[config.mk]
export PLATFORM = sky130hd
export DESIGN_NAME = dbg_status_top
export DESIGN_NICKNAME = d
export VERILOG_FILES = /design/src/design/dbg_pkg.sv /design/src/design/dbg_field_seq.sv /design/src/design/dbg_status_top.sv /design/src/design/dbg_step_ctrl.sv /design/src/design/dbg_tx_port.sv
export VERILOG_INCLUDE_DIRS = /design/src /design/src/design
export SDC_FILE = /design/constraint.sdc
export NUM_CORES = 1
export LEC_CHECK = 0
export BUFFER_PORTS_ARGS = -buffer_cell sky130_fd_sc_hd__buf_2
export CAP_MARGIN = 20
export CORE_AREA = 3 3 130 132
export DETAILED_ROUTE_END_ITERATION = 10
export DIE_AREA = 0 0 133 135
export PLACE_DENSITY = 0.64
export SLEW_MARGIN = 25
export SYNTH_ARGS = -nofsm -noshare
export SYNTH_HDL_FRONTEND = slang
export SYNTH_SLANG_ARGS = --single-unit
[constraint.sdc]
create_clock -name clk -period 3.6 [get_ports clk]
set_clock_uncertainty 0.15 [all_clocks]
set_input_delay 0.36 -clock clk [delete_from_list [all_inputs] [get_ports clk]]
set_output_delay 0.36 -clock clk [all_outputs]
set_load 0.005 [all_outputs]
[src/design/dbg_defs.svh]
`ifndef DBG_DEFS_SVH
`define DBG_DEFS_SVH

// Datapath word and transmit data width
`define DBG_WORD_W 32

// One label character
`define DBG_CHAR_W 8

// Printed fields per step without the line end
`define DBG_FIELD_NUM 9

// Longest label (NPC, CTL, IMM, MDR)
`define DBG_LABEL_MAX 3

`define DBG_ASCII_EQ 8'h3D
`define DBG_ASCII_CR 8'h0D
`define DBG_ASCII_LF 8'h0A

`endif

[src/design/dbg_pkg.sv]
package dbg_pkg;

`include "dbg_defs.svh"

    typedef enum logic [1:0] {
        IDLE,
        CLK_HIGH,
        CLK_LOW,
        PRINT
    } step_state_e;

    // Print order with F_EOL for CR and LF
    typedef enum logic [3:0] {
        F_NPC, F_PC, F_IR, F_CTL, F_A, F_B, F_IMM, F_Y, F_MDR, F_EOL
    } field_e;

    typedef enum logic [1:0] {
        PH_LABEL,
        PH_EQ,
        PH_WORD
    } seq_phase_e;

    typedef struct packed {
        logic [`DBG_WORD_W-1:0] npc;
        logic [`DBG_WORD_W-1:0] pc;
        logic [`DBG_WORD_W-1:0] ir;
        logic [`DBG_WORD_W-1:0] ctl;
        logic [`DBG_WORD_W-1:0] a;
        logic [`DBG_WORD_W-1:0] b;
        logic [`DBG_WORD_W-1:0] imm;
        logic [`DBG_WORD_W-1:0] y;
        logic [`DBG_WORD_W-1:0] mdr;
    } dp_status_t;

    typedef struct packed {
        logic                   is_word; // 0 means a character in the low byte
        logic [`DBG_WORD_W-1:0] data;
    } tx_item_t;

    // First character in the top byte and short labels padded below
    typedef struct packed {
        logic [1:0]                                     len;
        logic [`DBG_LABEL_MAX-1:0][`DBG_CHAR_W-1:0] chars;
    } label_t;

    function automatic label_t field_label(input field_e f);
        label_t l;
        case (f)
            F_NPC:   l = '{len: 2'd3, chars: "NPC"};
            F_PC:    l = '{len: 2'd2, chars: {"PC", 8'h00}};
            F_IR:    l = '{len: 2'd2, chars: {"IR", 8'h00}};
            F_CTL:   l = '{len: 2'd3, chars: "CTL"};
            F_A:     l = '{len: 2'd1, chars: {"A", 16'h0000}};
            F_B:     l = '{len: 2'd1, chars: {"B", 16'h0000}};
            F_IMM:   l = '{len: 2'd3, chars: "IMM"};
            F_Y:     l = '{len: 2'd1, chars: {"Y", 16'h0000}};
            F_MDR:   l = '{len: 2'd3, chars: "MDR"};
            default: l = '{len: 2'd0, chars: '0};
        endcase
        return l;
    endfunction

endpackage

[src/design/dbg_field_seq.sv]
`timescale 1ns/1ps
`include "dbg_defs.svh"

module dbg_field_seq (
    input  logic                clk,
    input  logic                rstn,
    input  logic                printing,
    input  logic                item_sent,
    input  dbg_pkg::dp_status_t status,
    output dbg_pkg::tx_item_t   item,
    output logic                item_ready,
    output logic                seq_done
);
    import dbg_pkg::*;

    field_e     fld;
    seq_phase_e phase;
    logic [1:0] char_idx;
    logic       run;
    logic       done_q; // Line sent and waiting for printing to drop
    label_t     lbl;
    logic       last_char;
    logic [1:0] char_sel;
    logic [3:0] word_sel;

    logic [`DBG_FIELD_NUM-1:0][`DBG_WORD_W-1:0] words;

    assign words      = status; // npc lands in the top slot
    assign lbl        = field_label(fld);
    assign last_char  = (char_idx == lbl.len - 2'd1);
    assign char_sel   = 2'(`DBG_LABEL_MAX - 1) - char_idx;
    assign word_sel   = 4'(`DBG_FIELD_NUM - 1) - fld;
    assign item_ready = run && printing;

    always_comb begin
        item = '0;
        case (phase)
            PH_LABEL: begin
                if (fld == F_EOL) begin
                    item.data[`DBG_CHAR_W-1:0] = (char_idx == 2'd0) ? `DBG_ASCII_CR
                                                                    : `DBG_ASCII_LF;
                end else begin
                    item.data[`DBG_CHAR_W-1:0] = lbl.chars[char_sel];
                end
            end
            PH_EQ: begin
                item.data[`DBG_CHAR_W-1:0] = `DBG_ASCII_EQ;
            end
            default: begin
                item.is_word = 1'b1;
                item.data    = words[word_sel];
            end
        endcase
    end

    always_ff @(posedge clk or negedge rstn) begin
        if (!rstn) begin
            fld      <= F_NPC;
            phase    <= PH_LABEL;
            char_idx <= 2'd0;
            run      <= 1'b0;
            done_q   <= 1'b0;
            seq_done <= 1'b0;
        end else begin
            seq_done <= 1'b0;
            if (!printing) begin
                fld      <= F_NPC; // Idle or abort
                phase    <= PH_LABEL;
                char_idx <= 2'd0;
                run      <= 1'b0;
                done_q   <= 1'b0;
            end else if (!run && !done_q) begin
                run <= 1'b1;
            end else if (run && item_sent) begin
                case (phase)
                    PH_LABEL: begin
                        if (fld == F_EOL) begin
                            if (char_idx == 2'd0) begin
                                char_idx <= 2'd1;
                            end else begin
                                run      <= 1'b0; // LF taken so the line is complete
                                done_q   <= 1'b1;
                                seq_done <= 1'b1;
                            end
                        end else if (last_char) begin
                            phase    <= PH_EQ;
                            char_idx <= 2'd0;
                        end else begin
                            char_idx <= char_idx + 2'd1;
                        end
                    end
                    PH_EQ: begin
                        phase <= PH_WORD;
                    end
                    default: begin
                        phase <= PH_LABEL;
                        fld   <= field_e'(fld + 4'd1);
                    end
                endcase
            end
        end
    end

endmodule

[src/design/dbg_status_top.sv]
`timescale 1ns/1ps
`include "dbg_defs.svh"

module dbg_status_top (
    input  logic                   clk,
    input  logic                   rstn,
    input  logic [7:0]             sel_mode,
    input  logic [7:0]             cmd_code,
    input  dbg_pkg::dp_status_t    status,
    input  logic                   ack_tx,
    output logic                   req_tx,
    output logic                   type_tx,
    output logic [`DBG_WORD_W-1:0] dout_tx,
    output logic                   clk_cpu,
    output logic                   finish
);
    import dbg_pkg::*;

    logic     printing;
    logic     seq_done;
    logic     item_ready;
    logic     item_sent;
    tx_item_t item;

    dbg_step_ctrl dbg_step_ctrl_i (
        .clk      (clk),
        .rstn     (rstn),
        .sel_mode (sel_mode),
        .cmd_code (cmd_code),
        .seq_done (seq_done),
        .clk_cpu  (clk_cpu),
        .printing (printing),
        .finish   (finish)
    );

    dbg_field_seq dbg_field_seq_i (
        .clk        (clk),
        .rstn       (rstn),
        .printing   (printing),
        .item_sent  (item_sent),
        .status     (status),
        .item       (item),
        .item_ready (item_ready),
        .seq_done   (seq_done)
    );

    dbg_tx_port dbg_tx_port_i (
        .clk        (clk),
        .rstn       (rstn),
        .item_ready (item_ready),
        .ack_tx     (ack_tx),
        .item       (item),
        .req_tx     (req_tx),
        .type_tx    (type_tx),
        .item_sent  (item_sent),
        .dout_tx    (dout_tx)
    );

endmodule

[src/design/dbg_step_ctrl.sv]
`timescale 1ns/1ps

module dbg_step_ctrl (
    input  logic       clk,
    input  logic       rstn,
    input  logic [7:0] sel_mode,
    input  logic [7:0] cmd_code,
    input  logic       seq_done,
    output logic       clk_cpu,
    output logic       printing,
    output logic       finish
);
    import dbg_pkg::*;

    step_state_e state;
    step_state_e state_n;
    logic        sel;

    assign sel      = (sel_mode == cmd_code);
    assign printing = (state == PRINT);

    always_comb begin
        state_n = state;
        if (!sel) begin
            state_n = IDLE; // Deselect aborts the step
        end else begin
            case (state)
                IDLE: begin
                    state_n = CLK_HIGH;
                end
                CLK_HIGH: begin
                    state_n = CLK_LOW;
                end
                CLK_LOW: begin
                    state_n = PRINT;
                end
                PRINT: begin
                    if (seq_done) begin
                        state_n = IDLE; // Next step starts from IDLE if still selected
                    end
                end
                default: begin
                    state_n = IDLE;
                end
            endcase
        end
    end

    always_ff @(posedge clk or negedge rstn) begin
        if (!rstn) begin
            state   <= IDLE;
            clk_cpu <= 1'b0;
            finish  <= 1'b0;
        end else begin
            state   <= state_n;
            clk_cpu <= (state_n == CLK_HIGH); // High only while in CLK_HIGH
            finish  <= sel && printing && seq_done;
        end
    end

endmodule

[src/design/dbg_tx_port.sv]
`timescale 1ns/1ps
`include "dbg_defs.svh"

module dbg_tx_port (
    input  logic                   clk,
    input  logic                   rstn,
    input  logic                   item_ready,
    input  logic                   ack_tx,
    input  dbg_pkg::tx_item_t      item,
    output logic                   req_tx,
    output logic                   type_tx,
    output logic                   item_sent,
    output logic [`DBG_WORD_W-1:0] dout_tx
);

    // Same cycle as ack so the sequencer moves on as req drops
    assign item_sent = req_tx && ack_tx;

    always_ff @(posedge clk or negedge rstn) begin
        if (!rstn) begin
            req_tx <= 1'b0;
        end else if (!req_tx) begin
            req_tx <= item_ready;
        end else if (ack_tx || !item_ready) begin
            req_tx <= 1'b0; // Item taken or step aborted
        end
    end

    // Payload captured at launch and held under back-pressure
    always_ff @(posedge clk) begin
        if (!req_tx && item_ready) begin
            type_tx <= item.is_word;
            dout_tx <= item.data;
        end
    end

endmodule

# Word-level counts from Yosys, hierarchy flattened
# Memory sizes are Yosys's and may differ from the RTL's.
# Cells that the tools add are included.
[totals]
out_inout_bits = 36
wordCells = 111
register_bits = 49
rom_bits = 320
input_bits = 307
memories = 1
[op_classes]
muxes = 48
n_reduce_logical = 21
n_eq_ne = 21
n_lt_le_gt_ge = 2
addsub = 5
[mem_list]
columns = ["name", "depth", "width", "read_ports", "rd_clocked_by_memory_dff", "write_ports", "line_no", "rtl"]
rows = [
  ["(no name shown)", 16, 20, 1, 0, 0, "dbg_pkg.sv:48", "case (f)"],
]
[op_table]
columns = ["cell", "n"]
rows = [
  ["binary-select mux 32 bit (select 4 bit)", 1],
  ["2-to-1 mux 32 bit", 1],
  ["2-to-1 mux 2 bit", 14],
  ["2-to-1 mux 25 bit", 1],
  ["!= test 3 bit, second input constant", 7],
  ["2-to-1 mux 1 bit", 20],
  ["binary-select mux 8 bit (select 2 bit)", 1],
  ["2-to-1 mux 4 bit", 4],
  ["2-to-1 mux 8 bit", 2],
  ["case mux 8 bit (2 select lines)", 1],
  ["!= test 2 bit, second input constant", 6],
  ["AND reduction 4 bit", 3],
  ["equality test 8 bit", 1],
  ["case mux 2 bit (4 select lines)", 1],
  ["logical AND 1 bit", 7],
  ["equality test 2 x 1 -> 1 bit, second input constant", 3],
  ["logical NOT 2 bit", 3],
  ["< comparator 4 x 5 -> 1 bit, second input constant", 1],
  ["AND reduction 5 bit", 1],
  ["adder 4 x 1 -> 4 bit, second input constant", 1],
  ["equality test 2 bit, second input constant", 2],
  ["equality test 4 bit, second input constant", 1],
  ["logical NOT 1 bit", 4],
  ["case mux 2 bit (2 select lines)", 1],
  ["other kinds (10)", 10],
]

# Longest topological paths before layout
# Gate-level depths: netlist (run 1).
# An unclocked memory read counts as a cell.
[logic_depth]
depth_word = 9
ltp_mapped = 13
depth_no_buf = 7

# By module
# From an unflattened synthesis (run 1), not the netlist that was laid out.
[hier_totals]
hier_cells = 354
hier_area_um2 = 4630.7
[modules_own_cells]
columns = ["mod", "cells_each", "seq_area_each_um2", "n_inst", "area_per_inst_um2"]
rows = [
  ["dbg_field_seq", 294, 275.3, 1, 3337.0],
  ["dbg_tx_port", 37, 1016.0, 1, 1039.7],
  ["dbg_step_ctrl", 23, 100.1, 1, 254.0],
]

# Least setup slack after synthesis (run 1)
# Ideal clock, no wire load.
[synth_timing]
path_type = "flip-flop to flip-flop"
startpoint = "reg dbg_field_seq_i.fld[0]"
endpoint = "reg dbg_tx_port_i.dout_tx[23] (data pin)"
path_stages_with_launch = 12
t_arrival_ns = 2.703
period_less_slack_ns = 3.111
path_slack_ns = 0.489
n_path_buf = 6
t_required_ns = 3.192
setup_time_ns = 0.258
path_cell_list = "dfrtp_1 -> buf_6 -> buf_4 -> buf_2 -> inv_1 -> ha_1 -> ha_1 -> buf_2 -> buf_2 -> buf_1 -> mux2i_1 -> o2bb2ai_1"
[synth_via]
elab_chain_len = 3
[synth_lines]
columns = ["element", "line_no", "rtl"]
rows = [
  ["from (decl)", "dbg_field_seq.sv:16", "field_e fld;"],
  ["from (signal assigned)", "dbg_field_seq.sv:97", "fld <= field_e'(fld + 4'd1);"],
  ["subtractor 4 bit", "dbg_field_seq.sv:32", "assign word_sel = 4'(`DBG_FIELD_NUM - 1) - fld;"],
  ["binary-select mux 32 bit (select 4 bit)", "dbg_field_seq.sv:51", "item.data = words[word_sel];"],
  ["2-to-1 mux 32 bit (implied by the code)", "dbg_field_seq.sv:51", ""],
  ["to (signal assigned)", "dbg_tx_port.sv:33", "dout_tx <= item.data;"],
  ["to (decl)", "dbg_tx_port.sv:13", "output logic [`DBG_WORD_W-1:0] dout_tx"],
]
# Every way passes these cells. The select of a mux whose other input is x is not followed.
# A chain may end at the register's enable or synchronous reset.

==> out/results.tsv, run 1 <==
stage	metric	value	unit
run_status	run_status	complete, no violations	
die	io_pins	343	
place	place_congestion	0.8550	
routing	postRouteAntennaNets	0	
cells_and_area	finish.instance_area	6665	um^2
die	initial_core_util	28.79	%
clock_network	cts_buffers	5	
clock_network	clock_latency	0.29	ns
die	core-area	15830	um^2
place	place_area	6457	um^2
worst_setup_path	setup.worst_path.class	reg -> reg	
synth	seq_area_frac_synth	30.53	%
synth	postSynthCellCount	352	
die	die_area	17960	um^2
sta	rsz0062_at_grt	no	
cells_and_area	syn2layout_area_growth	46.27	%
routing	first_pass_iters	4	
clock_network	clkSlewWorstSetupHoldPaths	0.07	ns
worst_setup_path	arrival	2.72	ns
clock_network	postCtsResizedCells	0	
pwr	ir_drop	0.0001770	V
synth	syn_area	4557	um^2
global_routing	antenna_found_initial	2	
clock_network	clock_path_buffers	2	
worst_setup_path	endpoint_kind	flip-flop	
clock_network	htree_levels	2	
sta	slew_violations	0	
routing	routed_via_density	5.203	
sta	setup_viol	0	
synth	syn_avg_cell_area	12.95	um^2
routing	initialDrtViolationCount	304	
synth	synth-seq-cells	49	
sta	hold_viol_final	0	
sta	worstMarginPinSlew	0.7935	ns
sta	relSlewSlack	47.10	%
global_routing	grt_pass1_vias	4823	
worst_hold_path	hold_start	ack_tx	
routing	drc	0	
cells_and_area	final_cell_mix	buf_2 (342), mux4_2 (56), edfxtp_1 (33)	
sta	hold-worst-slack	0.1245	ns
synth	yosys_most_used_dff	edfxtp_1	
die	die_y	135	um
run	maxCapViolations	0	
global_routing	grt_max_degree	45	
worst_setup_path	crit_start	dbg_field_seq_i.fld[1]	
place	port_buffers	342	
sta	clock.fmax	0.3526	GHz
global_routing	grt_overflow	0	
sta	fin_crit	2.836	ns
cells_and_area	layout_commonest_cell	buf_2	
worst_hold_path	min_path_type	in -> reg	
sta	post-route-period-util	78.77	%
synth	async_flop_share	32.65	%
worst_setup_path	start_kind	flip-flop	
place	dp_hpwl	14930	um
pwr	powerDensity	209.3	nW/um^2
routing	routed_wl	18300	um
clock_network	cts.sinks	49	
cells_and_area	fin_nets	993	
synth	yosysWarnings	0	
routing	num_vias	4662	
routing	wire_per_inst	20.43	um
synth	synth_cell_type_count	55	
cells_and_area	num_antenna_cells	0	
global_routing	grt_pass1_wl	26860	um
sta	setup_tns	0	ns
synth	synth-edff-count	33	
worst_setup_path	cp.required	3.48	ns
worst_setup_path	r2r_start	dbg_field_seq_i.fld[1]	
pwr	total_power	1.395	mW
cells_and_area	drive_gt1_share	63.38	%
global_routing	grt_util_all_layers	19.04	%
pwr	p_leak	2.758	nW
die	dieWidth	133	um
die	row_count	46	
clock_network	clockRootBuffer	clkbuf_16	
worst_setup_path	path_max_fanout	33	
clock_network	cts_tree	built	
synth	syn_nets	666	
[per-stage QoR]
step                std cells  worst slack (ns)  utilization [%]
global placement          886            0.8333            40.80
floorplan                 352            0.4888                -
finish                    896            0.7641            42.11
CTS                       895            0.7561            41.94
global route              896            0.6166            42.11
detailed placement        886            0.7642            40.80
[synthesized netlist by cell type, drive strengths merged (3+ instances only)]
cell / n / area (um^2)
a211oi: 6 / 45.04
nor2: 15 / 56.30
clkbuf: 10 / 37.54
nand2b: 6 / 37.54
a21oi: 9 / 45.04
nand3: 7 / 35.03
mux2: 4 / 45.04
buf: 23 / 137.6
o21a: 3 / 22.52
mux4: 64 / 1471
ha: 7 / 87.58
xor2: 8 / 70.07
nor2b: 6 / 37.54
o21ai: 7 / 35.03
and2: 3 / 18.77
dfrtp: 16 / 400.4
or3: 4 / 25.02
a32oi: 4 / 35.03
a221oi: 3 / 32.53
o211ai: 3 / 22.52
nand2: 11 / 41.29
inv: 9 / 33.78
edfxtp: 33 / 991.0
nor3: 8 / 40.04
mux2i: 29 / 290.3
xnor2: 3 / 26.28
o2bb2ai: 25 / 219.0
[logic make-up after synthesis]
group | count (synthesis) | share of synthesized area, %
buffers and inverters | 42 | 4.585
AO/OA/AOI/OAI | 75 | 12.99
flip-flops | 49 | 30.53
adder cells (fa/ha/maj) | 7 | 1.922
multiplexers | 97 | 39.65
XOR/XNOR | 11 | 2.114
AND/OR/NAND/NOR | 71 | 8.210
[sequential cells by signal, indices dropped and copies added, names as in the netlist, 2 cells and up]
register                  count
dbg_field_seq_i.char_idx      2
dbg_field_seq_i.fld           4
dbg_field_seq_i.phase         2
dbg_step_ctrl_i.state         2
dbg_tx_port_i.dout_tx        32
[worst max-delay path: stages (launching register included)]
cell and delay, ns:
dfrtp_1 0.50, inv_1 0.16, ha_4 0.19, ha_2 0.32, buf_4 0.50, mux2_2 0.41
a221oi_1 0.26, a211oi_1 0.09
[metal layers]
layer  GRT usage [%]  vias up  wire length (um)
li1                -     2124                 -
met1           24.08     2279              7242
met2           33.18      240              9289
met3           4.694       15              1535
met4           4.042        4               200
met5               0        -                34
[report_power, final]
| group | internal (mW) | switching, mW | leakage, nW |
|---|---|---|---|
| Sequential | 0.595 | 0.000106 | 0.531 |
| Combinational | 0.174 | 0.0812 | 2.14 |
| Clock | 0.320 | 0.224 | 0.0856 |
| Total | 1.09 | 0.305 | 2.76 |
[path summary, 6_finish.rpt]
| kind | to | slack, ns | cells past startpoint |
|---|---|---|---|
| max | dbg_tx_port_i.dout_tx[2] | 0.76 | 7 |
| max reg2reg | dbg_tx_port_i.dout_tx[2] | 0.76 | 7 |
| min reg2reg | dbg_field_seq_i.done_q | 0.34 | 1 |
| min | dbg_tx_port_i.req_tx | 0.12 | 2 |
| max in group asynchronous | dbg_field_seq_i.fld[0] | 2.66 | 2 |
| min in group asynchronous | dbg_field_seq_i.fld[0] | 0.35 | 2 |
[what timing repair did]
item,in CTS,in global routing
setup buffers,0,0
endpoints found under the hold margin,16,0
hold buffers,1,0
[cell type report]
cell class	instances	area (um^2)
fill	1510	9163
multi-input combinational	261	2979
timing repair buffer	353	1817
sequential	49	1395
tap	216	270.3
clock buffer	7	163.9
inverter	9	33.78
clock inverter	1	6.256
Power figures use the tool's default switching activity.
==> run 2, diff against run 1 <==
--- a/config.mk
+++ b/config.mk
@@ -8,9 +8,9 @@
 export LEC_CHECK = 0
 export BUFFER_PORTS_ARGS = -buffer_cell sky130_fd_sc_hd__buf_2
 export CAP_MARGIN = 20
-export CORE_AREA = 3 3 130 132
+export CORE_AREA = 3 3 133 135
 export DETAILED_ROUTE_END_ITERATION = 10
-export DIE_AREA = 0 0 133 135
+export DIE_AREA = 0 0 136 138
 export PLACE_DENSITY = 0.64
 export SLEW_MARGIN = 25
 export SYNTH_ARGS = -nofsm -noshare
==> constraint.sdc (replaced) <==
create_clock -name clk -period 2.5 [get_ports clk]
set_clock_uncertainty 0.15 [all_clocks]
set_input_delay 0.25 -clock clk [delete_from_list [all_inputs] [get_ports clk]]
set_output_delay 0.25 -clock clk [all_outputs]
set_load 0.005 [all_outputs]
==> out/results.tsv, run 2 (synthesis gave the netlist of run 1 again) <==
stage	metric	value	unit
routing	num_vias	4694	
routing	postRouteAntennaNets	0	
pwr	ir_drop	0.0002048	V
global_routing	antenna_found_initial	3	
die	die_y	138	um
place	port_buffers	342	
routing	routed_via_density	5.119	
worst_setup_path	path_max_fanout	21	
die	row_count	47	
cells_and_area	largest_reg_flops	32	
die	core-area	16580	um^2
sta	layout_setup_ws	0.08098	ns
routing	initialDrtViolationCount	289	
place	dp_hpwl	15090	um
worst_hold_path	holdPathEnd	dbg_tx_port_i.dout_tx[15]	
cells_and_area	syn2layout_area_growth	52.50	%
place	place_congestion	0.9115	
pwr	p_comb_share	18.4	%
run_status	run_status	complete, no violations	
cells_and_area	nFillCells	1608	
routing	wire_per_inst	19.87	um
clock_network	cts_buffers	5	
die	dieWidth	136	um
worst_setup_path	path_delay_family	multiplexers	
pwr	switchingPower	448.1	uW
cells_and_area	fin_nets	1007	
worst_setup_path	endpoint_kind	flip-flop	
die	io_pins	343	
routing	routed_wl	18220	um
global_routing	grt_max_degree	41	
pwr	switching_share	22.44	%
cells_and_area	final_cell_mix	buf_2 (342), mux4_2 (56), edfxtp_1 (33)	
pwr	p_leak	2.888	nW
sta	clock.fmax	0.4134	GHz
die	die_area	18770	um^2
clock_network	clockRootBuffer	clkbuf_16	
cells_and_area	finish.utilization	41.90	%
worst_setup_path	start_kind	flip-flop	
worst_setup_path	slowest_delay	0.52	ns
clock_network	cts_tree	built	
cells_and_area	seq_area	1395	um^2
worst_setup_path	cp.required	2.39	ns
worst_setup_path	regToRegEndpoint	dbg_tx_port_i.dout_tx[2]	
cells_and_area	multiInputGateArea	3092	um^2
cells_and_area	finish.instance_area	6949	um^2
worst_setup_path	r2r_start	dbg_field_seq_i.fld[0]	
pwr	total_power	1.996	mW
sta	worstMarginPinSlew	0.4199	ns
cells_and_area	reg_top3	dbg_tx_port_i.dout_tx x32, dbg_field_seq_i.fld x4	
worst_setup_path	r2r_cells	6	
worst_setup_path	setup.worst_path.class	reg -> reg	
global_routing	grt_util_all_layers	18.40	%
sta	hold-worst-slack	0.07921	ns
worst_setup_path	arrival	2.31	ns
cells_and_area	regMostFlops	dbg_tx_port_i.dout_tx	
sta	post-route-period-util	96.76	%
pwr	p_int	1.548	mW
global_routing	grt_overflow	0	
worst_setup_path	cp_num_buf_inv	1	
clock_network	clkSlewWorstSetupHoldPaths	0.07	ns
sta	slew_violations	0	
clock_network	cts.sinks	49	
clock_network	clock_latency	0.30	ns
sta	rsz0062_at_grt	no	
worst_hold_path	hold_path_depth	2	
worst_hold_path	min_path_type	in -> reg	
global_routing	grt_pass1_wl	27070	um
die	initial_core_util	27.48	%
sta	fin_crit	2.419	ns
place	pre_cts_ws	0.09311	ns
run	maxCapViolations	0	
sta	setup_viol	0	
pwr	seq_power_share	42.9	%
routing	drc	0	
worst_setup_path	worst_path_max_delay_cell	dfrtp_4	
place	place_area	6749	um^2
cells_and_area	stdcell_count	917	
cells_and_area	drive_gt1_share	66.28	%
sta	hold_viol_final	0	
global_routing	grt_pass1_vias	4885	
routing	first_pass_iters	4	
pwr	clkPwrFrac	38.7	%
sta	relSlewSlack	72.01	%
worst_hold_path	hold_start	status[271]	
sta	setup_tns	0	ns
pwr	powerDensity	287.3	nW/um^2
place	dpl.cell_count	904	
clock_network	htree_levels	2	
cells_and_area	layout_commonest_cell	buf_2	
clock_network	clock_path_buffers	2	
worst_setup_path	cp_cell_sequence	inv_8 -> ha_4 -> mux4_2 -> mux2_2 -> a221oi_1 -> a211oi_1	
worst_setup_path	rrSetupSlack	0.08	ns
[run 2: changes by cell type in the layout (fill, tap and decap cells not counted), sizes merged]
cell and change:
buf +13, clkbuf -1, inv +1, diode +3, dlygate4sd3 +1
[run 2: how the worst max path moves through the flow]
stage	startpoint	endpoint	slack [ns]	depth (start not counted)
2_1_floorplan	dbg_field_seq_i.fld[0]	dbg_tx_port_i.dout_tx[1]	-0.05	12
3_3_place_gp	dbg_field_seq_i.fld[0]	dbg_tx_port_i.dout_tx[15]	0.15	6
3_5_place_dp	dbg_field_seq_i.fld[0]	dbg_tx_port_i.dout_tx[9]	0.09	6
4_1_cts	dbg_field_seq_i.fld[0]	dbg_tx_port_i.dout_tx[9]	0.08	6
5_1_grt	dbg_field_seq_i.fld[0]	dbg_tx_port_i.dout_tx[2]	0.008	6
6_report	dbg_field_seq_i.fld[0]	dbg_tx_port_i.dout_tx[2]	0.08	6
[run 2: area by class of cell]
cell class	count	area share [%]
multi-input cells	261	44.49
repair buffers	367	28.36
flip-flops and latches	49	20.08
well taps	220	3.961
clock buffers	6	2.161
inverters	9	0.5942
clock inverters	2	0.2521
diodes	3	0.1080
[run 2: timing repair]
action | 4_1_cts | 5_1_grt
setup buffers | 0 | 0
hold buffers | 2 | 0
gates resized for setup | 0 | 2
endpoints found under the hold margin | 17 | 0
setup endpoints to repair | 0 | 4
[run 2: power groups by stage]
| stage | Sequential [mW] | Combinational, mW | Clock (mW) |
|---|---|---|---|
| after floorplan | 0.875 | 0.104 | 0 |
| after global placement | 0.875 | 0.360 | 0 |
| after detailed placement | 0.875 | 0.367 | 0 |
| after CTS | 0.857 | 0.371 | 0.807 |
| after global routing | 0.857 | 0.401 | 0.839 |
| final | 0.857 | 0.367 | 0.772 |
[run 2: worst register-to-register path, cell delays in order, from the launching register on]
cell and delay (ns):
dfrtp_4 0.52, inv_8 0.05, ha_4 0.45, mux4_2 0.34, mux2_2 0.27, a221oi_1 0.28, a211oi_1 0.09
[run 2: per-layer routing]
layer | part of all wire [%] | track usage (%)
met1 | 38 | 22.39
met2 | 52 | 33.09
met3 | 8.1 | 3.670
met4 | 1.6 | 4.562
met5 | 0 | 0
